===== config.mk =====
export PLATFORM = sky130hd
export DESIGN_NAME = operand_sel_flat
export DESIGN_NICKNAME = d
export VERILOG_FILES = /design/src/hdl/wisc_pkg.sv /design/src/hdl/ctrl_if.sv /design/src/hdl/operand_sel.sv /design/src/flat_wrapper.sv
export SDC_FILE = /design/constraint.sdc
export NUM_CORES = 1
export LEC_CHECK = 0
export BUFFER_PORTS_ARGS = -buffer_cell sky130_fd_sc_hd__buf_2
export CAP_MARGIN = 15
export CORE_UTILIZATION = 30
export DETAILED_ROUTE_END_ITERATION = 10
export GPL_ROUTABILITY_DRIVEN = 0
export PLACE_DENSITY = 0.86
export SLEW_MARGIN = 5
export SYNTH_ARGS = -nofsm -noshare
export SYNTH_HDL_FRONTEND = slang
export SYNTH_SLANG_ARGS = --single-unit

===== constraint.sdc =====
create_clock -name vclk -period 1.1
set_input_delay 0.22 -clock vclk [all_inputs]
set_output_delay 0.22 -clock vclk [all_outputs]
set_load 0.05 [all_outputs]

===== src/hdl/wisc_pkg.sv =====
`default_nettype none

package wisc_pkg;

    localparam int DATA_W = 16;

    localparam logic [4:0] OP_HALT  = 5'b00000;
    localparam logic [4:0] OP_NOP   = 5'b00001;
    localparam logic [4:0] OP_SIIC  = 5'b00010;
    localparam logic [4:0] OP_RTI   = 5'b00011;
    localparam logic [4:0] OP_J     = 5'b00100;
    localparam logic [4:0] OP_JR    = 5'b00101;
    localparam logic [4:0] OP_JAL   = 5'b00110;
    localparam logic [4:0] OP_JALR  = 5'b00111;
    localparam logic [4:0] OP_ADDI  = 5'b01000;
    localparam logic [4:0] OP_SUBI  = 5'b01001;
    localparam logic [4:0] OP_XORI  = 5'b01010;
    localparam logic [4:0] OP_ANDNI = 5'b01011;
    localparam logic [4:0] OP_BEQZ  = 5'b01100;
    localparam logic [4:0] OP_BNEZ  = 5'b01101;
    localparam logic [4:0] OP_BLTZ  = 5'b01110;
    localparam logic [4:0] OP_BGEZ  = 5'b01111;
    localparam logic [4:0] OP_ST    = 5'b10000;
    localparam logic [4:0] OP_LD    = 5'b10001;
    localparam logic [4:0] OP_SLBI  = 5'b10010;
    localparam logic [4:0] OP_STU   = 5'b10011;
    localparam logic [4:0] OP_ROLI  = 5'b10100;
    localparam logic [4:0] OP_SLLI  = 5'b10101;
    localparam logic [4:0] OP_RORI  = 5'b10110;
    localparam logic [4:0] OP_SRLI  = 5'b10111;
    localparam logic [4:0] OP_LBI   = 5'b11000;
    localparam logic [4:0] OP_BTR   = 5'b11001;
    localparam logic [4:0] OP_SHIFT = 5'b11010;   // ROL, SLL, ROR, SRL by func
    localparam logic [4:0] OP_ARITH = 5'b11011;   // ADD, SUB, XOR, ANDN by func
    localparam logic [4:0] OP_SEQ   = 5'b11100;
    localparam logic [4:0] OP_SLT   = 5'b11101;
    localparam logic [4:0] OP_SLE   = 5'b11110;
    localparam logic [4:0] OP_SCO   = 5'b11111;

    localparam logic [2:0] SRC_REG2  = 3'd0;
    localparam logic [2:0] SRC_SEXT5 = 3'd1;
    localparam logic [2:0] SRC_ZEXT5 = 3'd2;
    localparam logic [2:0] SRC_SEXT8 = 3'd3;
    localparam logic [2:0] SRC_ZEXT8 = 3'd4;
    localparam logic [2:0] SRC_ZERO  = 3'd5;
    localparam logic [2:0] SRC_NONE  = 3'd7;

    localparam logic [1:0] DST_42  = 2'd0;
    localparam logic [1:0] DST_75  = 2'd1;
    localparam logic [1:0] DST_108 = 2'd2;
    localparam logic [1:0] DST_R7  = 2'd3;

    localparam logic [3:0] ALU_ADD   = 4'd0;
    localparam logic [3:0] ALU_XOR   = 4'd1;
    localparam logic [3:0] ALU_ANDN  = 4'd2;
    localparam logic [3:0] ALU_ROL   = 4'd3;
    localparam logic [3:0] ALU_SLL   = 4'd4;
    localparam logic [3:0] ALU_ROR   = 4'd5;
    localparam logic [3:0] ALU_SRL   = 4'd6;
    localparam logic [3:0] ALU_SEQ   = 4'd7;
    localparam logic [3:0] ALU_SLT   = 4'd8;
    localparam logic [3:0] ALU_SLE   = 4'd9;
    localparam logic [3:0] ALU_SCO   = 4'd10;
    localparam logic [3:0] ALU_BTR   = 4'd11;
    localparam logic [3:0] ALU_PASSB = 4'd12;
    localparam logic [3:0] ALU_SLBI  = 4'd13;

    typedef union packed {
        struct packed {
            logic [4:0] opcode;
            logic [2:0] rs;
            logic [2:0] rt;
            logic [2:0] rd;
            logic [1:0] func;
        } r_fmt;
        struct packed {
            logic [4:0] opcode;
            logic [2:0] rs;
            logic [2:0] rd;
            logic [4:0] imm5;
        } i1_fmt;
        struct packed {
            logic [4:0] opcode;
            logic [2:0] rs;
            logic [7:0] imm8;
        } i2_fmt;
    } instr_t;

endpackage

`default_nettype wire


===== src/hdl/ctrl_if.sv =====
`timescale 1ns/1ps
`default_nettype none

interface ctrl_if;
    logic [2:0] alu_src;
    logic [1:0] reg_dst;
    logic [3:0] alu_op;
    logic       inv_a;
    logic       inv_b;
    logic       cin;
    logic       reg_write;
    logic       mem_write;
    logic       mem_to_reg;
    logic       halt;
    logic       err;

    modport dec (output alu_src, reg_dst, alu_op, inv_a, inv_b, cin,
                 reg_write, mem_write, mem_to_reg, halt, err);
    modport dp  (input  alu_src, reg_dst, alu_op, inv_a, inv_b, cin,
                 reg_write, mem_write, mem_to_reg, halt, err);
endinterface

`default_nettype wire


===== src/hdl/operand_sel.sv =====
`timescale 1ns/1ps
`default_nettype none

module operand_sel (
    input  wisc_pkg::instr_t                    instr,
    ctrl_if.dp                                  ctrl,
    input  wire logic [wisc_pkg::DATA_W-1:0]    rt_data,
    output logic      [wisc_pkg::DATA_W-1:0]    op_b,
    output logic      [2:0]                     dst
);

    localparam int W = wisc_pkg::DATA_W;

    logic [4:0] imm5;
    logic [7:0] imm8;

    assign imm5 = instr.i1_fmt.imm5;
    assign imm8 = instr.i2_fmt.imm8;

    always_comb begin
        case (ctrl.alu_src)
            wisc_pkg::SRC_REG2:  op_b = rt_data;
            wisc_pkg::SRC_SEXT5: op_b = {{(W-5){imm5[4]}}, imm5};
            wisc_pkg::SRC_ZEXT5: op_b = {{(W-5){1'b0}}, imm5};
            wisc_pkg::SRC_SEXT8: op_b = {{(W-8){imm8[7]}}, imm8};
            wisc_pkg::SRC_ZEXT8: op_b = {{(W-8){1'b0}}, imm8};
            wisc_pkg::SRC_ZERO:  op_b = '0;
            default:             op_b = '0;   // B unused
        endcase
    end

    always_comb begin
        case (ctrl.reg_dst)
            wisc_pkg::DST_42:  dst = instr.r_fmt.rd;
            wisc_pkg::DST_75:  dst = instr.i1_fmt.rd;
            wisc_pkg::DST_108: dst = instr.i2_fmt.rs;
            default:           dst = 3'd7;
        endcase
    end

endmodule

`default_nettype wire


===== src/flat_wrapper.sv =====
// flat-port wrapper written by rule: the top's interface ports become plain ports
module operand_sel_flat 
  (instr, rt_data, op_b, dst, ctrl_alu_src, ctrl_reg_dst, ctrl_alu_op, ctrl_inv_a, ctrl_inv_b, ctrl_cin, ctrl_reg_write, ctrl_mem_write, ctrl_mem_to_reg, ctrl_halt, ctrl_err);
  ctrl_if ctrl_i ();
  input  wisc_pkg::instr_t instr;
  input  wire logic [wisc_pkg::DATA_W-1:0] rt_data;
  output logic      [wisc_pkg::DATA_W-1:0] op_b;
  output logic      [2:0] dst;
  input wire logic [$bits(ctrl_i.alu_src)-1:0] ctrl_alu_src;
  input wire logic [$bits(ctrl_i.reg_dst)-1:0] ctrl_reg_dst;
  input wire logic [$bits(ctrl_i.alu_op)-1:0] ctrl_alu_op;
  input wire logic [$bits(ctrl_i.inv_a)-1:0] ctrl_inv_a;
  input wire logic [$bits(ctrl_i.inv_b)-1:0] ctrl_inv_b;
  input wire logic [$bits(ctrl_i.cin)-1:0] ctrl_cin;
  input wire logic [$bits(ctrl_i.reg_write)-1:0] ctrl_reg_write;
  input wire logic [$bits(ctrl_i.mem_write)-1:0] ctrl_mem_write;
  input wire logic [$bits(ctrl_i.mem_to_reg)-1:0] ctrl_mem_to_reg;
  input wire logic [$bits(ctrl_i.halt)-1:0] ctrl_halt;
  input wire logic [$bits(ctrl_i.err)-1:0] ctrl_err;
  assign ctrl_i.alu_src = ctrl_alu_src;
  assign ctrl_i.reg_dst = ctrl_reg_dst;
  assign ctrl_i.alu_op = ctrl_alu_op;
  assign ctrl_i.inv_a = ctrl_inv_a;
  assign ctrl_i.inv_b = ctrl_inv_b;
  assign ctrl_i.cin = ctrl_cin;
  assign ctrl_i.reg_write = ctrl_reg_write;
  assign ctrl_i.mem_write = ctrl_mem_write;
  assign ctrl_i.mem_to_reg = ctrl_mem_to_reg;
  assign ctrl_i.halt = ctrl_halt;
  assign ctrl_i.err = ctrl_err;
  operand_sel u_core (.instr(instr), .ctrl(ctrl_i), .rt_data(rt_data), .op_b(op_b), .dst(dst));
endmodule

==> impl_metrics.env <==
export IMPL_status="finished with violations"
export IMPL_failed_checks="negative setup slack"
export IMPL_hold_path_class="primary input to output port"
export IMPL_drv_cap=0
export IMPL_placeableCoreArea_um2=1540
export IMPL_setup_violations=19
export IMPL_crit_type="primary input to output port"
export IMPL_finalHoldViolCount=0
export IMPL_dp_cells=132
export IMPL_yosys_cell_types_count=16
export IMPL_syn_cell_area_um2=509
export IMPL_finalCriticalPeriod_ps=1340
export IMPL_final_core_util_pct=84.5
export IMPL_diodes=0
export IMPL_holdWs_ps=802
export IMPL_fin_crit_sh_pct=122
export IMPL_drt_iter0_drc=18
export IMPL_seq_area_frac_synth_pct=0
export IMPL_antenna_found_initial=0
export IMPL_hpwl_um=1400
export IMPL_port_buffers=51
export IMPL_syn_to_final_growth_pct=156
export IMPL_nClkBuffers=0
export IMPL_cp_max_fo=5
export IMPL_io_pins=68
export IMPL_synth_area_per_cell_um2=8.63
export IMPL_irDropWorstVdd_v=0.000470
export IMPL_fp_dieW_um=43.2
export IMPL_dr_pass1_iters=4
export IMPL_grt_first_pass_wirelength_um=3710
export IMPL_maxSlewViolCount=0
export IMPL_final_area_um2=1300
export IMPL_ant_nets=0
export IMPL_start_util_pct=33.0
export IMPL_overflow=0
export IMPL_netlist_instances=59
export IMPL_wl_per_cell_um=20.5
export IMPL_syn_num_nets=108
export IMPL_critPathRequiredTime_ps=880
export IMPL_post_drt_via_cell_ratio=5.78
export IMPL_fill_cells=70
export IMPL_drc=0
export IMPL_startpoint_type="primary input"
export IMPL_drive_gt1_share_pct=80.2
export IMPL_cp_end_kind="output port"
export IMPL_holdPathEnd="dst[2]"
export IMPL_detailedPlace_worstSlack_ps=-368
export IMPL_max_freq_mhz=745
export IMPL_seq_cells=0
export IMPL_cts_hold_buf=0
export IMPL_rsz0062_at_grt="true"
export IMPL_grt_max_degree=13
export IMPL_cp_buffers_inverters=2
export IMPL_crit_slowest_cell="nor4b_1"
export IMPL_setup_ws_ps=-243
export IMPL_path_cells="buf_12, nor4b_1, a31o_4, buf_8"
export IMPL_worstHoldPathCells=3
export IMPL_multi_input_area_um2=632
export IMPL_slowest_delay_ps=480
export IMPL_grt_usage_pct=26.3
export IMPL_routed_wl_um=2810
export IMPL_leakage_nw=0.588
export IMPL_dieArea_um2=1870
export IMPL_rows=14
export IMPL_seq_area_um2=0
export IMPL_power_density_nw_per_um2=593
export IMPL_nets=172
export IMPL_first_global_vias=795
export IMPL_slew_headroom_pct=67.4
export IMPL_placed_area_um2=893
export IMPL_vias=792
export IMPL_die_h_um=43.2
export IMPL_arrival_ps=1120
export IMPL_worstMarginPinSlew_ps=483
export IMPL_yosys_warnings=0
export IMPL_cp_top_family="simple AND/OR/NAND/NOR gates"
export IMPL_min_from="instr[10]"
export IMPL_final_cells=137
==> Yosys cell counts (2+ instances only) <==
| library cell | number | share of area (%) |
|---|---|---|
| clkbuf_8 | 2 | 5.4 |
| o22a_1 | 3 | 5.2 |
| mux2_2 | 3 | 6.6 |
| nand2b_1 | 5 | 6.1 |
| nand4bb_1 | 3 | 6.6 |
| buf_6 | 3 | 6.6 |
| o211ai_1 | 3 | 4.4 |
| mux2i_1 | 19 | 37 |
| nand4b_1 | 3 | 5.2 |
| o21ai_0 | 9 | 8.8 |
==> what timing repair did <==
item,in CTS,in global routing
setup buffers,1,0
pin swaps,10,2
gates resized for setup,82,9
setup endpoints to repair,19,19
cloned,3,1
==> layout make-up <==
| type | count | area share [%] |
|---|---|---|
| Multi-Input combinational cell | 54 | 48.5 |
| Tap cell | 16 | 1.54 |
| Timing Repair Buffer | 67 | 50.0 |
==> how the worst max path moves through the flow <==
stage | startpoint | endpoint | slack, ps | cells past startpoint
floorplan | ctrl_alu_src[0] | op_b[6] | -510 | 4
global placement | ctrl_alu_src[1] | op_b[5] | -340 | 4
detailed placement | ctrl_alu_src[1] | op_b[7] | -370 | 4
CTS | ctrl_alu_src[0] | op_b[4] | -200 | 4
global route | ctrl_alu_src[1] | op_b[4] | -270 | 4
finish | ctrl_alu_src[1] | op_b[4] | -240 | 4
==> placed cells by master, fill, tap and decap left out, types with 5 or more instances in the layout <==
| cell type | instances |
|---|---|
| buf_6 | 18 |
| mux2i_1 | 8 |
| buf_2 | 26 |
| o21ai_2 | 8 |
| buf_12 | 5 |
| buf_8 | 5 |
| mux2i_4 | 8 |
| nand2b_1 | 5 |
| buf_4 | 11 |
==> logic make-up after synthesis <==
group / after synthesis / synth area share, %
AOI/OAI and AO/OA: 16 / 20.1
buffers and inverters: 6 / 13.0
muxes: 22 / 44.0
and+or+nand+nor: 15 / 22.9
==> routing by layer <==
layer	part of all wire, %	GRT usage, %	vias up
met5	0	0	-
met4	3.2	12.1	0
met3	5.3	2.13	10
met2	52	46.9	40
met1	40	31.2	385
li1	-	-	357
==> through the flow <==
stage	setup TNS, ps	total power [mW]
after floorplan	-6070	0.395
final	-2980	0.773
after detailed placement	-5650	0.537
after global routing	-3320	0.795
after global placement	-5280	0.525
after CTS	-2050	0.730
==> where the power goes <==
part | internal, mW | switching, mW | total [mW]
registers | 0 | 0 | 0
logic | 0.370 | 0.403 | 0.773
clock network | 0 | 0 | 0
Power figures use the tool's default switching activity.
