<file path="src/hdl/wisc_pkg.sv">
`default_nettype none

package wisc_pkg;

    localparam int DATA_W = 16;

    localparam logic [4:0] OP_HALT  = 5'b00000;
    localparam logic [4:0] OP_NOP   = 5'b00001;
    localparam logic [4:0] OP_SIIC  = 5'b00010;
    localparam logic [4:0] OP_RTI   = 5'b00011;
    localparam logic [4:0] OP_J     = 5'b00100;
    localparam logic [4:0] OP_JR    = 5'b00101;
    localparam logic [4:0] OP_JAL   = 5'b00110;
    localparam logic [4:0] OP_JALR  = 5'b00111;
    localparam logic [4:0] OP_ADDI  = 5'b01000;
    localparam logic [4:0] OP_SUBI  = 5'b01001;
    localparam logic [4:0] OP_XORI  = 5'b01010;
    localparam logic [4:0] OP_ANDNI = 5'b01011;
    localparam logic [4:0] OP_BEQZ  = 5'b01100;
    localparam logic [4:0] OP_BNEZ  = 5'b01101;
    localparam logic [4:0] OP_BLTZ  = 5'b01110;
    localparam logic [4:0] OP_BGEZ  = 5'b01111;
    localparam logic [4:0] OP_ST    = 5'b10000;
    localparam logic [4:0] OP_LD    = 5'b10001;
    localparam logic [4:0] OP_SLBI  = 5'b10010;
    localparam logic [4:0] OP_STU   = 5'b10011;
    localparam logic [4:0] OP_ROLI  = 5'b10100;
    localparam logic [4:0] OP_SLLI  = 5'b10101;
    localparam logic [4:0] OP_RORI  = 5'b10110;
    localparam logic [4:0] OP_SRLI  = 5'b10111;
    localparam logic [4:0] OP_LBI   = 5'b11000;
    localparam logic [4:0] OP_BTR   = 5'b11001;
    localparam logic [4:0] OP_SHIFT = 5'b11010;   // ROL, SLL, ROR, SRL by func
    localparam logic [4:0] OP_ARITH = 5'b11011;   // ADD, SUB, XOR, ANDN by func
    localparam logic [4:0] OP_SEQ   = 5'b11100;
    localparam logic [4:0] OP_SLT   = 5'b11101;
    localparam logic [4:0] OP_SLE   = 5'b11110;
    localparam logic [4:0] OP_SCO   = 5'b11111;

    localparam logic [2:0] SRC_REG2  = 3'd0;
    localparam logic [2:0] SRC_SEXT5 = 3'd1;
    localparam logic [2:0] SRC_ZEXT5 = 3'd2;
    localparam logic [2:0] SRC_SEXT8 = 3'd3;
    localparam logic [2:0] SRC_ZEXT8 = 3'd4;
    localparam logic [2:0] SRC_ZERO  = 3'd5;
    localparam logic [2:0] SRC_NONE  = 3'd7;

    localparam logic [1:0] DST_42  = 2'd0;
    localparam logic [1:0] DST_75  = 2'd1;
    localparam logic [1:0] DST_108 = 2'd2;
    localparam logic [1:0] DST_R7  = 2'd3;

    localparam logic [3:0] ALU_ADD   = 4'd0;
    localparam logic [3:0] ALU_XOR   = 4'd1;
    localparam logic [3:0] ALU_ANDN  = 4'd2;
    localparam logic [3:0] ALU_ROL   = 4'd3;
    localparam logic [3:0] ALU_SLL   = 4'd4;
    localparam logic [3:0] ALU_ROR   = 4'd5;
    localparam logic [3:0] ALU_SRL   = 4'd6;
    localparam logic [3:0] ALU_SEQ   = 4'd7;
    localparam logic [3:0] ALU_SLT   = 4'd8;
    localparam logic [3:0] ALU_SLE   = 4'd9;
    localparam logic [3:0] ALU_SCO   = 4'd10;
    localparam logic [3:0] ALU_BTR   = 4'd11;
    localparam logic [3:0] ALU_PASSB = 4'd12;
    localparam logic [3:0] ALU_SLBI  = 4'd13;

    typedef union packed {
        struct packed {
            logic [4:0] opcode;
            logic [2:0] rs;
            logic [2:0] rt;
            logic [2:0] rd;
            logic [1:0] func;
        } r_fmt;
        struct packed {
            logic [4:0] opcode;
            logic [2:0] rs;
            logic [2:0] rd;
            logic [4:0] imm5;
        } i1_fmt;
        struct packed {
            logic [4:0] opcode;
            logic [2:0] rs;
            logic [7:0] imm8;
        } i2_fmt;
    } instr_t;

endpackage

`default_nettype wire

</file>
<file path="src/hdl/ctrl_if.sv">
`timescale 1ns/1ps
`default_nettype none

interface ctrl_if;
    logic [2:0] alu_src;
    logic [1:0] reg_dst;
    logic [3:0] alu_op;
    logic       inv_a;
    logic       inv_b;
    logic       cin;
    logic       reg_write;
    logic       mem_write;
    logic       mem_to_reg;
    logic       halt;
    logic       err;

    modport dec (output alu_src, reg_dst, alu_op, inv_a, inv_b, cin,
                 reg_write, mem_write, mem_to_reg, halt, err);
    modport dp  (input  alu_src, reg_dst, alu_op, inv_a, inv_b, cin,
                 reg_write, mem_write, mem_to_reg, halt, err);
endinterface

`default_nettype wire

</file>
<file path="src/hdl/alu.sv">
`timescale 1ns/1ps
`default_nettype none

module alu (
    ctrl_if.dp                                ctrl,
    input  wire logic [wisc_pkg::DATA_W-1:0]  op_a,
    input  wire logic [wisc_pkg::DATA_W-1:0]  op_b,
    output logic      [wisc_pkg::DATA_W-1:0]  result
);

    localparam int W = wisc_pkg::DATA_W;

    logic [W-1:0]   a_in;
    logic [W-1:0]   b_in;
    logic [W:0]     sum_full;
    logic [3:0]     shamt;
    logic [2*W-1:0] dbl;
    logic [2*W-1:0] rol_w;
    logic [2*W-1:0] ror_w;
    logic [W-1:0]   rev;
    logic           zero;
    logic           ovf;
    logic           lt;

    assign a_in     = ctrl.inv_a ? ~op_a : op_a;
    assign b_in     = ctrl.inv_b ? ~op_b : op_b;
    assign sum_full = {1'b0, a_in} + {1'b0, b_in} + {{W{1'b0}}, ctrl.cin};

    assign zero = (sum_full[W-1:0] == '0);
    assign ovf  = (a_in[W-1] == b_in[W-1]) && (sum_full[W-1] != a_in[W-1]);
    assign lt   = sum_full[W-1] ^ ovf;   // Signed Rs < Rt

    assign shamt = op_b[3:0];
    assign dbl   = {op_a, op_a};
    assign rol_w = dbl << shamt;
    assign ror_w = dbl >> shamt;

    always_comb begin
        for (int i = 0; i < W; i++)
            rev[i] = op_a[W-1-i];
    end

    always_comb begin
        case (ctrl.alu_op)
            wisc_pkg::ALU_ADD:   result = sum_full[W-1:0];
            wisc_pkg::ALU_XOR:   result = a_in ^ b_in;
            wisc_pkg::ALU_ANDN:  result = a_in & b_in;   // B already inverted
            wisc_pkg::ALU_ROL:   result = rol_w[2*W-1:W];
            wisc_pkg::ALU_SLL:   result = op_a << shamt;
            wisc_pkg::ALU_ROR:   result = ror_w[W-1:0];
            wisc_pkg::ALU_SRL:   result = op_a >> shamt;
            wisc_pkg::ALU_SEQ:   result = {{(W-1){1'b0}}, zero};
            wisc_pkg::ALU_SLT:   result = {{(W-1){1'b0}}, lt};
            wisc_pkg::ALU_SLE:   result = {{(W-1){1'b0}}, lt | zero};
            wisc_pkg::ALU_SCO:   result = {{(W-1){1'b0}}, sum_full[W]};
            wisc_pkg::ALU_BTR:   result = rev;
            wisc_pkg::ALU_PASSB: result = op_b;
            wisc_pkg::ALU_SLBI:  result = (op_a << 8) | op_b;
            default:             result = '0;
        endcase
    end

endmodule

`default_nettype wire

</file>
<file path="src/flat_wrapper.sv">
// flat-port wrapper written by rule: the top's interface ports become plain ports
module alu_flat 
  (op_a, op_b, result, ctrl_alu_src, ctrl_reg_dst, ctrl_alu_op, ctrl_inv_a, ctrl_inv_b, ctrl_cin, ctrl_reg_write, ctrl_mem_write, ctrl_mem_to_reg, ctrl_halt, ctrl_err);
  ctrl_if ctrl_i ();
  input  wire logic [wisc_pkg::DATA_W-1:0] op_a;
  input  wire logic [wisc_pkg::DATA_W-1:0] op_b;
  output logic      [wisc_pkg::DATA_W-1:0] result;
  input wire logic [$bits(ctrl_i.alu_src)-1:0] ctrl_alu_src;
  input wire logic [$bits(ctrl_i.reg_dst)-1:0] ctrl_reg_dst;
  input wire logic [$bits(ctrl_i.alu_op)-1:0] ctrl_alu_op;
  input wire logic [$bits(ctrl_i.inv_a)-1:0] ctrl_inv_a;
  input wire logic [$bits(ctrl_i.inv_b)-1:0] ctrl_inv_b;
  input wire logic [$bits(ctrl_i.cin)-1:0] ctrl_cin;
  input wire logic [$bits(ctrl_i.reg_write)-1:0] ctrl_reg_write;
  input wire logic [$bits(ctrl_i.mem_write)-1:0] ctrl_mem_write;
  input wire logic [$bits(ctrl_i.mem_to_reg)-1:0] ctrl_mem_to_reg;
  input wire logic [$bits(ctrl_i.halt)-1:0] ctrl_halt;
  input wire logic [$bits(ctrl_i.err)-1:0] ctrl_err;
  assign ctrl_i.alu_src = ctrl_alu_src;
  assign ctrl_i.reg_dst = ctrl_reg_dst;
  assign ctrl_i.alu_op = ctrl_alu_op;
  assign ctrl_i.inv_a = ctrl_inv_a;
  assign ctrl_i.inv_b = ctrl_inv_b;
  assign ctrl_i.cin = ctrl_cin;
  assign ctrl_i.reg_write = ctrl_reg_write;
  assign ctrl_i.mem_write = ctrl_mem_write;
  assign ctrl_i.mem_to_reg = ctrl_mem_to_reg;
  assign ctrl_i.halt = ctrl_halt;
  assign ctrl_i.err = ctrl_err;
  alu u_core (.ctrl(ctrl_i), .op_a(op_a), .op_b(op_b), .result(result));
endmodule
</file>
<file path="config.mk">
export PLATFORM = sky130hd
export DESIGN_NAME = alu_flat
export DESIGN_NICKNAME = d
export VERILOG_FILES = /design/src/hdl/wisc_pkg.sv /design/src/hdl/ctrl_if.sv /design/src/hdl/alu.sv /design/src/flat_wrapper.sv
export SDC_FILE = /design/constraint.sdc
export NUM_CORES = 1
export LEC_CHECK = 0
export ABC_AREA = 1
export BUFFER_PORTS_ARGS = -buffer_cell sky130_fd_sc_hd__buf_4
export CORE_MARGIN = 2
export CORE_UTILIZATION = 58
export DETAILED_ROUTE_END_ITERATION = 12
export PLACE_DENSITY = 0.82
export SYNTH_ARGS = -nofsm -noshare
export SYNTH_HDL_FRONTEND = slang
export SYNTH_SLANG_ARGS = --single-unit
export TNS_END_PERCENT = 30
</file>
<file path="constraint.sdc">
create_clock -name vclk -period 5.8
set_input_delay 0.87 -clock vclk [all_inputs]
set_output_delay 0.87 -clock vclk [all_outputs]
set_load 0.1 [all_outputs]
</file>
==> results.json <==
{
  "port_buffers": 55,
  "std_cell_rows": 30,
  "nFlopsAndLatches": 0,
  "final.setup.worst_slack_ns": 0.3796,
  "antenna_violating_nets_post_route": 0,
  "power-per-cell-area_mw_per_mm2": 155.5,
  "hold_buffers": 0,
  "area_inside_the_core_boundary_sq_mm": 0.006681,
  "cts-resized-gates": 0,
  "timing.hold.worst.start": "op_a[0]",
  "synth_seq_area_share_pct": 0,
  "place.detailed.hpwl_um": 12920,
  "leakagePower_nw": 2.313,
  "vias": 5571,
  "slew_viol_final": 0,
  "slew_headroom_pct": 37.90,
  "crit_path_start_kind": "primary input",
  "die-width_um": 86.33,
  "start_util_pct": 58.84,
  "setup_total_negative_slack_ns": 0,
  "areaGrowthSynthToFinish_pct": 9.262,
  "place_congestion": 1.093,
  "crit_path_cell_trace": "buf_4, xor2_1, fa_1, nand2_1, nand2_1, nand3_1, nand2_1, nand2_1, nand2_1, a21oi_1, o21ai_0, fa_1, nor3b_1, nand2_1, nor2_1, nand3_1, nor2_1, nand3_1, nor2_1, nand2_1, nand3_1, buf_4",
  "critPathSlowestCell": "fa_1",
  "grt_first_pass_wirelength_um": 25030,
  "nets": 888,
  "timing.critical_path.mode_cell": "nand2_1",
  "timing.final.crit_period_ns": 5.420,
  "route.detailed.vias_per_inst": 6.204,
  "peakVddDrop_mv": 0.1017,
  "dr.pass1.iters": 7,
  "largest_net_degree_at_the_start_of_global_routing": 42,
  "die_y_um": 86.33,
  "post_synth_num_cell_types": 44,
  "post-cts-setup-buffer-count": 0,
  "crit_fanout": 16,
  "final_setup_vio_count": 0,
  "sequential_cell_area_sq_um": 0,
  "avg_wl_per_cell_um": 17.93,
  "globalRouteOverflowTotal": 0,
  "insertedDiodeCount": 0,
  "holdPathStages": 4,
  "grt_pass1_vias": 4991,
  "routed_wirelength_um": 16100,
  "dr.first_iter.drc_count": 662,
  "dp_slack_ns": 0.4416,
  "unrepaired_setup_endpoints_after_global_routing": "no",
  "max_slew.worst_pin.slew_ns": 0.9281,
  "worstPathArrival_ns": 4.55,
  "boundaryPins": 65,
  "groute.usage.overall_pct": 42.65,
  "antenna_found_initial": 0,
  "setup.worst_path.class": "primary input to output pin",
  "cpPeakStageDelay_ns": 0.50,
  "drv.max_cap_violation_count": 0,
  "report.power.total_uw": 667.9,
  "timing.critical_path.to_type": "output pin",
  "run_status": "completed",
  "layout-drive-gt1-share_pct": 11.86,
  "synthesis.nets": 858,
  "syn-instance-count": 790,
  "hold_path_class": "primary input to output pin",
  "final.period_utilization_pct": 93.46,
  "maximum_clock_frequency_ghz": 0.1845,
  "synthesis.area_per_instance_sq_um": 4.976,
  "timing_hold_violations_final": 0,
  "syn-cell-area_sq_mm": 0.003931,
  "drc_errors": 0,
  "cp.required_ns": 4.93,
  "dieArea_sq_mm": 0.007453,
  "yosysWarnings": 0,
  "clock_buffer_count": 0,
  "hold_path_end": "result[15]"
}
## cell families (layout without fill, tap and decap cells)
logic type               count (synthesis)  in the layout  share of synthesized area, %
XOR/XNOR                                32             32                         7.129
adder cells (fa/ha/maj)                 19             19                         6.620
AO/OA/AOI/OAI                          140            140                         21.36
multiplexers                             6              6                         1.528
buffers and inverters                  118            146                         13.14
AND/OR/NAND/NOR                        475            475                         50.22
## area by class of cell
class	instances	area, sq um
fillers	687	2386
inverters	84	315.3
multi-input cells	672	3415
well taps	80	100.1
repair buffers	62	465.4
## worst max path at each step
stage / endpoint / from
6_report: result[0] / ctrl_inv_b
5_1_grt: result[0] / ctrl_inv_a
4_1_cts: result[0] / ctrl_inv_a
3_5_place_dp: result[0] / ctrl_inv_a
3_3_place_gp: result[0] / ctrl_inv_a
2_1_floorplan: result[0] / ctrl_inv_b
## synth_stat cells, types with 7 or more instances
cell type,instances,area [sq um]
nand2_1,302,1134
nand3_1,65,325.3
o21ai_1,31,155.2
a21oi_1,29,145.1
clkbuf_1,8,30.03
o21ai_0,33,165.2
buf_2,14,70.07
inv_1,73,274.0
xor2_1,28,245.2
o22ai_1,7,43.79
ha_1,16,200.2
inv_2,9,33.78
o211ai_1,12,90.09
nor2_1,70,262.8
## cell usage in the layout, fill, tap and decap left out, types with 2 or more instances in the layout
| cell | instances |
|---|---|
| o21ai_0 | 33 |
| o22ai_1 | 7 |
| o211ai_1 | 12 |
| nand2_1 | 302 |
| xnor2_1 | 4 |
| nand3_1 | 65 |
| nor3_2 | 2 |
| a21oi_2 | 4 |
| a21oi_1 | 29 |
| nor2_2 | 5 |
| o21a_1 | 4 |
| o21ai_2 | 6 |
| mux2i_1 | 6 |
| or2_1 | 4 |
| inv_1 | 73 |
| clkinv_1 | 2 |
| nand3b_1 | 4 |
| o21ai_1 | 31 |
| and2_1 | 2 |
| nor3_1 | 6 |
| nand4_1 | 5 |
| nand2_2 | 6 |
| o221ai_1 | 2 |
| o2111ai_1 | 2 |
| xor2_1 | 28 |
| fa_1 | 3 |
| a211oi_1 | 3 |
| inv_2 | 9 |
| a221oi_1 | 4 |
| nor2_1 | 70 |
| ha_1 | 16 |
| buf_4 | 62 |
## through the flow
| stage | hold WS (ns) | area [sq um] | util, % | instances |
|---|---|---|---|---|
| CTS | 2.338 | 4295 | 64.29 | 898 |
| detailed placement | 2.338 | 4295 | 64.29 | 898 |
| global placement | 2.346 | 4295 | 64.29 | 898 |
| global route | 2.366 | 4295 | 64.29 | 898 |
| floorplan | 2.511 | 3931 | - | 790 |
| finish | 2.348 | 4295 | 64.29 | 898 |
## critical path, delay by kind of cell
kind	cells	cell delay [ns]
XOR/XNOR	1	0.27
AO/OA/AOI/OAI	2	0.35
buffers and inverters	2	0.57
adder cells (fa/ha/maj)	2	0.82
AND/OR/NAND/NOR	15	1.65
## power breakdown
group,total [mW],internal [mW],switching [mW]
sequential,0,0,0
combinational,0.668,0.191,0.477
clock,0,0,0
total,0.668,0.191,0.477
## layer usage
layer / up-vias / GRT usage (%) / wire length [um]
met4: 0 / 27.70 / 1375
met3: 100 / 6.095 / 1663
li1: 2625 / - / -
met1: 2438 / 52.24 / 6078
met2: 408 / 69.44 / 6985
met5: - / 0 / 0
(Power assumes the default switching activity.)
