$ cat config.mk
export PLATFORM = sky130hd
export DESIGN_NAME = reg_file
export DESIGN_NICKNAME = d
export VERILOG_FILES = /design/src/hdl/wisc_pkg.sv /design/src/hdl/reg_file.sv
export SDC_FILE = /design/constraint.sdc
export NUM_CORES = 1
export LEC_CHECK = 0
export BUFFER_PORTS_ARGS = -buffer_cell sky130_fd_sc_hd__buf_2
export CORE_MARGIN = 1
export CORE_UTILIZATION = 55
export CTS_BUF_LIST = sky130_fd_sc_hd__clkbuf_4
export DETAILED_ROUTE_END_ITERATION = 7
export PLACE_DENSITY = 0.74
export REMOVE_ABC_BUFFERS = 1
export SETUP_SLACK_MARGIN = 0.3
export SYNTH_ARGS = -nofsm -noshare
export SYNTH_HDL_FRONTEND = slang
export SYNTH_SLANG_ARGS = --single-unit
$ cat constraint.sdc
create_clock -name clk -period 3.3 [get_ports clk]
set_input_delay 0.495 -clock clk [delete_from_list [all_inputs] [get_ports clk]]
set_output_delay 0.495 -clock clk [all_outputs]
set_load 0.005 [all_outputs]
$ cat src/hdl/wisc_pkg.sv
`default_nettype none

package wisc_pkg;

    localparam int DATA_W = 16;

    localparam logic [4:0] OP_HALT  = 5'b00000;
    localparam logic [4:0] OP_NOP   = 5'b00001;
    localparam logic [4:0] OP_SIIC  = 5'b00010;
    localparam logic [4:0] OP_RTI   = 5'b00011;
    localparam logic [4:0] OP_J     = 5'b00100;
    localparam logic [4:0] OP_JR    = 5'b00101;
    localparam logic [4:0] OP_JAL   = 5'b00110;
    localparam logic [4:0] OP_JALR  = 5'b00111;
    localparam logic [4:0] OP_ADDI  = 5'b01000;
    localparam logic [4:0] OP_SUBI  = 5'b01001;
    localparam logic [4:0] OP_XORI  = 5'b01010;
    localparam logic [4:0] OP_ANDNI = 5'b01011;
    localparam logic [4:0] OP_BEQZ  = 5'b01100;
    localparam logic [4:0] OP_BNEZ  = 5'b01101;
    localparam logic [4:0] OP_BLTZ  = 5'b01110;
    localparam logic [4:0] OP_BGEZ  = 5'b01111;
    localparam logic [4:0] OP_ST    = 5'b10000;
    localparam logic [4:0] OP_LD    = 5'b10001;
    localparam logic [4:0] OP_SLBI  = 5'b10010;
    localparam logic [4:0] OP_STU   = 5'b10011;
    localparam logic [4:0] OP_ROLI  = 5'b10100;
    localparam logic [4:0] OP_SLLI  = 5'b10101;
    localparam logic [4:0] OP_RORI  = 5'b10110;
    localparam logic [4:0] OP_SRLI  = 5'b10111;
    localparam logic [4:0] OP_LBI   = 5'b11000;
    localparam logic [4:0] OP_BTR   = 5'b11001;
    localparam logic [4:0] OP_SHIFT = 5'b11010;   // ROL, SLL, ROR, SRL by func
    localparam logic [4:0] OP_ARITH = 5'b11011;   // ADD, SUB, XOR, ANDN by func
    localparam logic [4:0] OP_SEQ   = 5'b11100;
    localparam logic [4:0] OP_SLT   = 5'b11101;
    localparam logic [4:0] OP_SLE   = 5'b11110;
    localparam logic [4:0] OP_SCO   = 5'b11111;

    localparam logic [2:0] SRC_REG2  = 3'd0;
    localparam logic [2:0] SRC_SEXT5 = 3'd1;
    localparam logic [2:0] SRC_ZEXT5 = 3'd2;
    localparam logic [2:0] SRC_SEXT8 = 3'd3;
    localparam logic [2:0] SRC_ZEXT8 = 3'd4;
    localparam logic [2:0] SRC_ZERO  = 3'd5;
    localparam logic [2:0] SRC_NONE  = 3'd7;

    localparam logic [1:0] DST_42  = 2'd0;
    localparam logic [1:0] DST_75  = 2'd1;
    localparam logic [1:0] DST_108 = 2'd2;
    localparam logic [1:0] DST_R7  = 2'd3;

    localparam logic [3:0] ALU_ADD   = 4'd0;
    localparam logic [3:0] ALU_XOR   = 4'd1;
    localparam logic [3:0] ALU_ANDN  = 4'd2;
    localparam logic [3:0] ALU_ROL   = 4'd3;
    localparam logic [3:0] ALU_SLL   = 4'd4;
    localparam logic [3:0] ALU_ROR   = 4'd5;
    localparam logic [3:0] ALU_SRL   = 4'd6;
    localparam logic [3:0] ALU_SEQ   = 4'd7;
    localparam logic [3:0] ALU_SLT   = 4'd8;
    localparam logic [3:0] ALU_SLE   = 4'd9;
    localparam logic [3:0] ALU_SCO   = 4'd10;
    localparam logic [3:0] ALU_BTR   = 4'd11;
    localparam logic [3:0] ALU_PASSB = 4'd12;
    localparam logic [3:0] ALU_SLBI  = 4'd13;

    typedef union packed {
        struct packed {
            logic [4:0] opcode;
            logic [2:0] rs;
            logic [2:0] rt;
            logic [2:0] rd;
            logic [1:0] func;
        } r_fmt;
        struct packed {
            logic [4:0] opcode;
            logic [2:0] rs;
            logic [2:0] rd;
            logic [4:0] imm5;
        } i1_fmt;
        struct packed {
            logic [4:0] opcode;
            logic [2:0] rs;
            logic [7:0] imm8;
        } i2_fmt;
    } instr_t;

endpackage

`default_nettype wire

$ cat src/hdl/reg_file.sv
`timescale 1ns/1ps
`default_nettype none

module reg_file (
    input  wire logic                         clk,
    input  wire logic                         arst_n,
    input  wire logic [2:0]                   rs_addr,
    input  wire logic [2:0]                   rt_addr,
    output logic      [wisc_pkg::DATA_W-1:0]  rs_data,
    output logic      [wisc_pkg::DATA_W-1:0]  rt_data,
    input  wire logic                         we,
    input  wire logic [2:0]                   wr_addr,
    input  wire logic [wisc_pkg::DATA_W-1:0]  wr_data
);

    logic [wisc_pkg::DATA_W-1:0] regs [8];

    always_ff @(posedge clk or negedge arst_n) begin
        if (!arst_n) begin
            for (int i = 0; i < 8; i++)
                regs[i] <= '0;
        end else if (we) begin
            regs[wr_addr] <= wr_data;
        end
    end

    // Reads see the old value during a write
    assign rs_data = regs[rs_addr];
    assign rt_data = regs[rt_addr];

endmodule

`default_nettype wire

==> results of run 1 <==
[power by group]
part | internal (uW) | switching (uW) | total (uW)
logic | 740 | 361 | 1100
registers | 1910 | 233 | 2150
clock network | 475 | 522 | 997
total | 3130 | 1120 | 4250
[through the flow]
stage | total power [uW] | util [%]
detailed placement | 3290 | 60.7
global route | 4480 | 62.8
finish | 4250 | 62.8
global placement | 3220 | 60.7
floorplan | 2860 | -
CTS | 4290 | 62.8
[metal layers]
metal	wire (um)	up-vias
met3	390	21
li1	-	1721
met5	0	-
met1	6580	2146
met2	7340	76
met4	191	0
[cells in the final DEF (no fill, tap or decap), drive strengths merged]
master / n
and4bb: 1
buf: 68
bufinv: 2
clkbuf: 22
clkinv: 8
dfrtp: 128
mux2: 160
mux4: 64
nand4: 1
nand4b: 3
nor4b: 1
nor4bb: 2
[how the worst min path moves through the flow]
stage,start,to,depth (start not counted)
after CTS,arst_n,regs[106],1
final,arst_n,regs[10],1
after global routing,arst_n,regs[106],1
after global placement,regs[21],regs[21],1
after floorplan,arst_n,regs[0],0
after detailed placement,regs[70],regs[70],1
[logic make-up (layout without fill, tap and decap cells)]
kind of cell           count (synthesis)  after routing  share of synthesized area, %
AND/OR/NAND/NOR                        8              8                          1.63
buffers and inverters                 33            100                          3.29
multiplexers                         224            224                          49.3
flip-flops                           128            128                          45.8
[layout make-up]
type                            instances  area, um^2  share of cell area (%)
Sequential cell                       128        3200                    41.7
Clock inverter                         10        93.8                    1.22
Timing Repair Buffer                   68         403                    5.25
Multi-Input combinational cell        232        3600                    46.9
Tap cell                              168         210                    2.74
Clock buffer                           22         165                    2.15
==> metrics.md, run 1 <==
| Metric | Value |
|---|---|
| Final Max Tran Viols | 0 |
| Synth async-reset ratio | 100% |
| Average size of a mapped cell | 17.8 um^2 |
| Layout area overhead | 9.60% |
| Final WL | 14500 um |
| Crit. End Element | primary output |
| CP most frequent cell | buf_2 |
| Critical path, cell by cell | buf_2 -> buf_12 -> mux4_1 -> mux2_2 -> buf_2 |
| CP peak stage delay | about 580 ps |
| YS warnings | 0 |
| Global-route wire length before repair | approximately 23000 um |
| Largest fanout on the critical path | 23 |
| Routing usage on met2 | 40.3% |
| Core Footprint | 12200 um^2 |
| Element type at the critical path start | input port |
| FF+latch count, synth | ~130 |
| GP Congestion | 0.711 |
| Die W | 115 um |
| Top_reg_cell synth | dfrtp_1 |
| Diode count | 0 |
| Initial antenna violation count | 0 |
| # DRC | 0 |
| CP Buf/Inv Count | 3 |
| Vert. Die Dim | 115 um |
| Largest register FFs | 128 |
| Critical path depth | 5 |
| Setup ws final | 721 ps |
| M1 GR Usage | 31.8% |
| Pwr/cell area | around 550 nW/um^2 |
| Num CTS Buffers | 17 |
| RSZ-0062 raised after global routing | false |
| TritonCTS clock tree | built |
| Clock Sinks | 128 |
| Fillers | 975 |
| Clock Tree Buf Depth | 2 |
| Most flop-heavy register | regs |
| # Max-Cap Violations | 0 |
| Later-pin clock latency in the skew report | around 530 ps |
| Leakage power | 0.00339 uW |
| Peak Freq | 0.388 GHz |
| Fin crit share | 78.2% |
| Register area share after synthesis | 45.8% |
| Top cells by area, synth | dfrtp_1 46%, mux2_2 26%, mux4_1 21% |
| Area after DPL | 7410 um^2 |
| Clock-pin slew on the worst setup and hold paths | ~90 ps |
| Fin cells | 628 |
| Maximum vdd ir drop | about 0.31 mV |
| Post-layout net count | 475 |
| R2r setup slk | 2490 ps |
| R2R depth | 1 |
| Worst Skew | 0 ps |
| Endpoints failing setup | 0 |
| Setup crit end | rt_data[8] |
| Core Rows | 40 |
| Pre-CTS setup slack | 695 ps |
| Hold Path Class | in2async |
| Top-count cell post-synth | mux2_2 |
| Status | finished, final reports clean |
| Post-synth cell types | 15 |
| Critical Path RT | 2800 ps |
| Vias in the first global route | 4097 |
| Met3 usage | a little under 5% |
| Worst slew pin tran | 920 ps |
| CP delay by family, top | multiplexers |
| Tmin final | 2580 ps |
| I/O pin cnt | 60 |
| CP max-delay cell | mux4_1 |
| Vias | 3964 |
| CTS H-tree lvls | 4 |
| Number of flops mapped to enable cells by yosys | 0 |
| DRT Pass-1 Iters | 4 |
| All-layer global routing usage | 24.1% |
| Worst EP arrival | approximately 2100 ps |
| Initial core utilization | 57.3% |
| Largest net degree at the start of global routing | ~70 |
| Synthesized area | 7000 um^2 |
| Commonest cells in the netlist | 160 x mux2_2, 128 x dfrtp_1, 56 x mux4_1 |
| GR Overflow Total | 0 |
| Resized Gates After CTS | 0 |
| Synth top area share | 45.8% |
| Via/cell ratio | 6.31 |
| Slew HR | 38.7% |
| Reg-to-reg endpoint | regs[34] |
| Gate Count Post-Synth | 393 |
| FF-to-FF Start | regs[34] |
| Area leader, netlist | dfrtp_1 |
| Share of layout cells above drive strength 1 | roughly three fifths |
| DP HPWL | 8620 um |
| Fin Hold WS | 79.9 ps |
| Initial drt markers | 253 |
| Hold-fix buffers at CTS | 0 |
| Clock root cell | clkbuf_4 |
| Post-route ant nets | 0 |
| Largest registers | regs (128) |
| Setup repair bufs after CTS | 0 |
| Origin of the worst setup path | rt_addr[0] |
| Fin area | about 7700 um^2 |
| Setup CP Type | in2out |
| GR peak layer | met2 |
| Die footprint | 13200 um^2 |
| Wire length per cell | roughly 23 um |
| Setup TNS | 0 ps |
| Final hold violation count | 0 |
| Placed instance count | 596 |
| PortBufs | 59 |
Note: power is estimated with default switching activity, not from simulation.
==> run 2, diff against run 1 <==
ABC_AREA = 1   (was not set)
PLACE_DENSITY = 0.77   (was 0.74)
clock period = 2.1 ns   (was 3.3 ns; I/O delays follow)
==> run 2 against run 1 <==
- global-route usage up 6.6 points
- final cell count grew 130%
- worst hold slack better by 210 ps
- clock skew is the same
==> metrics.md, run 2 <==
| Metric | Value |
|---|---|
| Share of layout cells above drive strength 1 | 20.6% (-38 points) |
| Final Max Tran Viols | 0 (unchanged) |
| Layout area overhead | 19.2% |
| Number of flops mapped to enable cells by yosys | 0 (unchanged) |
| Synth top area share | 42.8% (-3.0 points) |
| Initial antenna violation count | 0 (unchanged) |
| Clock root cell | clkbuf_4 |
| RSZ-0062 raised after global routing | true |
| Post-route ant nets | 0 (unchanged) |
| Largest net degree at the start of global routing | 65 (-8.5%) |
| Commonest cells in the netlist | 551 x nand2_1, 150 x inv_1, 129 x nand3_1 |
| # Max-Cap Violations | 0 (unchanged) |
| Wire length per cell | 14.8 um (-36%) |
| PortBufs | 59 (unchanged) |
| Crit. End Element | primary output |
| Element type at the critical path start | register |
| Area leader, netlist | dfrtp_1 |
| DRT Pass-1 Iters | 5 (+1) |
| Vias | 7776 (+96%) |
| Fin crit share | 88.0% |
| Via/cell ratio | 5.37 (-15%) |
| Most frequent cells in the layout | 530 x nand2_1, 128 x o21ai_0, 128 x dfrtp_1 |
| Initial core utilization | 56.6% (-0.77 points) |
| All-layer global routing usage | 30.7% (+6.6 points) |
| TritonCTS clock tree | built |
| R2r setup slk | 1190 ps (-1300 ps) |
| Vias in the first global route | 6873 (+68%) |
| Most flop-heavy register | regs |
| Maximum vdd ir drop | 0.556 mV (+78%) |
| YS warnings | 0 (unchanged) |
| Top_reg_cell synth | dfrtp_1 |
| FF-to-FF Start | regs[119] |
| Core Footprint | 13200 um^2 (+8.4%) |
| Synthesized area | 7490 um^2 (+7.0%) |
| Clock Tree Buf Depth | 2 (unchanged) |
| Largest register FFs | 128 (unchanged) |
| # DRC | 0 (unchanged) |
| Status | finished, final reports clean |
| Hold Path Class | in2async |
| Clock-pin slew on the worst setup and hold paths | 120 ps (+30 ps) |
| Setup crit end | rt_data[4] |
| Total power draw | 7210 uW (+70%) |
| Register area share after synthesis | 42.8% (-3.0 points) |
| Top cells by area, synth | dfrtp_1 43%, nand2_1 28%, nand3_1 8.6% |
| Die footprint | 14100 um^2 (+6.9%) |
| Core Rows | 42 (+5.0%) |
| CTS H-tree lvls | 4 (unchanged) |
| Global-route wire length before repair | 33800 um (+49%) |
| I/O pin cnt | 60 (unchanged) |
| Tmin final | approximately 1800 ps |
| Largest registers | regs (128) |
| GP Congestion | 0.813 (+14%) |
| Initial drt markers | 896 (+250%) |
| Peak Freq | between 0.5 and 0.6 GHz |
| Pwr/cell area | 808 nW/um^2 (+46%) |
| Top-count cell post-synth | nand2_1 |
| Fillers | 1193 (+22%) |
| Utilization after layout | 67.4% (+4.6 points) |
| Post-layout net count | 1287 (+170%) |
| Setup TNS | 0 ps (unchanged) |
| R2R depth | 4 (+3) |
| Diode count | 0 (unchanged) |
| Num CTS Buffers | 17 (unchanged) |
| Gate Count Post-Synth | 1165 (+200%) |
| Slew HR | 44.3% (+5.6 points) |
| Worst slew pin tran | 835 ps (-84.6 ps) |
| DP HPWL | 11500 um (+33%) |
| Clock Sinks | 128 (unchanged) |
| Synth async-reset ratio | 100% (unchanged) |
| Later-pin clock latency in the skew report | 560 ps (+30 ps) |
| Reg-to-reg endpoint | regs[119] |
| Worst EP arrival | 1530 ps (-550 ps) |
| Die W | 119 um (+3.4%) |
| Vert. Die Dim | 119 um (+3.4%) |
| Leakage power | 0.00508 uW (+50%) |
| Endpoints failing setup | 0 (unchanged) |
| Most common cell after layout, fill and taps aside | nand2_1 |
| Post-synth cell types | 13 (-2) |
| Setup CP Type | reg2out |
| FF+latch count, synth | 128 (unchanged) |
| Worst Skew | 0 ps (unchanged) |
| Critical Path RT | 1780 ps (-1020 ps) |
| Origin of the worst setup path | regs[68] |
| Largest fanout on the critical path | 2 (-91%) |
| Final hold violation count | 0 (unchanged) |
| Final WL | 21400 um (+48%) |
| Average size of a mapped cell | 6.43 um^2 (-64%) |
| GR Overflow Total | 0 (unchanged) |
==> run 2: cell count changes after synthesis, moves of 8 or more <==
| cell | previous run | this run |
|---|---|---|
| buf_2 | 8 | 42 |
| mux4_1 | 56 | 0 |
| mux2_2 | 160 | 0 |
| inv_1 | 0 | 150 |
| buf_6 | 10 | 0 |
| clkbuf_1 | 3 | 22 |
| nand2_1 | 0 | 551 |
| o21ai_0 | 0 | 128 |
| nand3_1 | 0 | 129 |
| mux4_2 | 8 | 0 |
==> run 2: critical path: stages, from the launching register on <==
cell and delay (ps):
dfrtp_1 400, inv_1 70, nand2_1 50, nand3_1 100, nand2_1 90, nand2_1 60, nand2_1 60, buf_2 120
==> run 2: cells by family (layout without fill, tap and decap cells) <==
kind of cell           after synthesis  in the layout  share of synthesized area, %
AO/OA/AOI/OAI                      128            128                          8.55
buffers and inverters              224            331                          12.0
flip-flops                         128            128                          42.8
AND/OR/NAND/NOR                    685            685                          36.7
==> run 2: worst min path at each step <==
stage / from / end / slack, ps
2_1_floorplan: arst_n / regs[0] / 20
3_3_place_gp: arst_n / regs[62] / 360
3_5_place_dp: arst_n / regs[62] / 360
4_1_cts: arst_n / regs[35] / 300
5_1_grt: arst_n / regs[94] / 330
6_report: arst_n / regs[14] / 290
==> run 2: metal layers <==
metal / global-route usage (%) / vias up / routed length (um)
met5: 0 / - / 0
met4: 11.3 / 0 / 414
met3: 5.21 / 59 / 1820
met2: 49.3 / 382 / 10100
met1: 41.8 / 3590 / 9120
li1: - / 3745 / -
==> run 2: area by class of cell <==
cell class / count / area, um^2 / area share (%)
clock buffer: 18 / 135 / 1.51
tap: 176 / 220 / 2.47
sequential: 128 / 3200 / 35.9
inverter: 154 / 578 / 6.48
clock inverter: 14 / 171 / 1.92
timing repair buffer: 145 / 1100 / 12.3
multi-input combinational: 813 / 3520 / 39.4
==> run 2: timing repair <==
action                                  4_1_cts  5_1_grt
resized for setup                             6       94
pin swaps                                    22       56
hold buffers                                 17        0
buffers inserted                              6       38
endpoints found under the setup margin       16       32
endpoints found under the hold margin        56        0
==> run 2: report_power, final <==
| group | total, uW | switching (uW) | internal [uW] |
|---|---|---|---|
| Sequential | 3200 | 271 | 2930 |
| Clock | 1890 | 958 | 934 |
| Combinational | 2120 | 1230 | 889 |
==> run 2: metrics by stage <==
stage	setup WS (ps)	std cells	hold slack (ps)	area [um^2]
2_1_floorplan	627	1095	19.4	7170
4_1_cts	278	1410	298	8510
3_5_place_dp	430	1355	363	7990
6_report	251	1448	291	8930
5_1_grt	151	1448	328	8930
3_3_place_gp	470	1355	364	7990
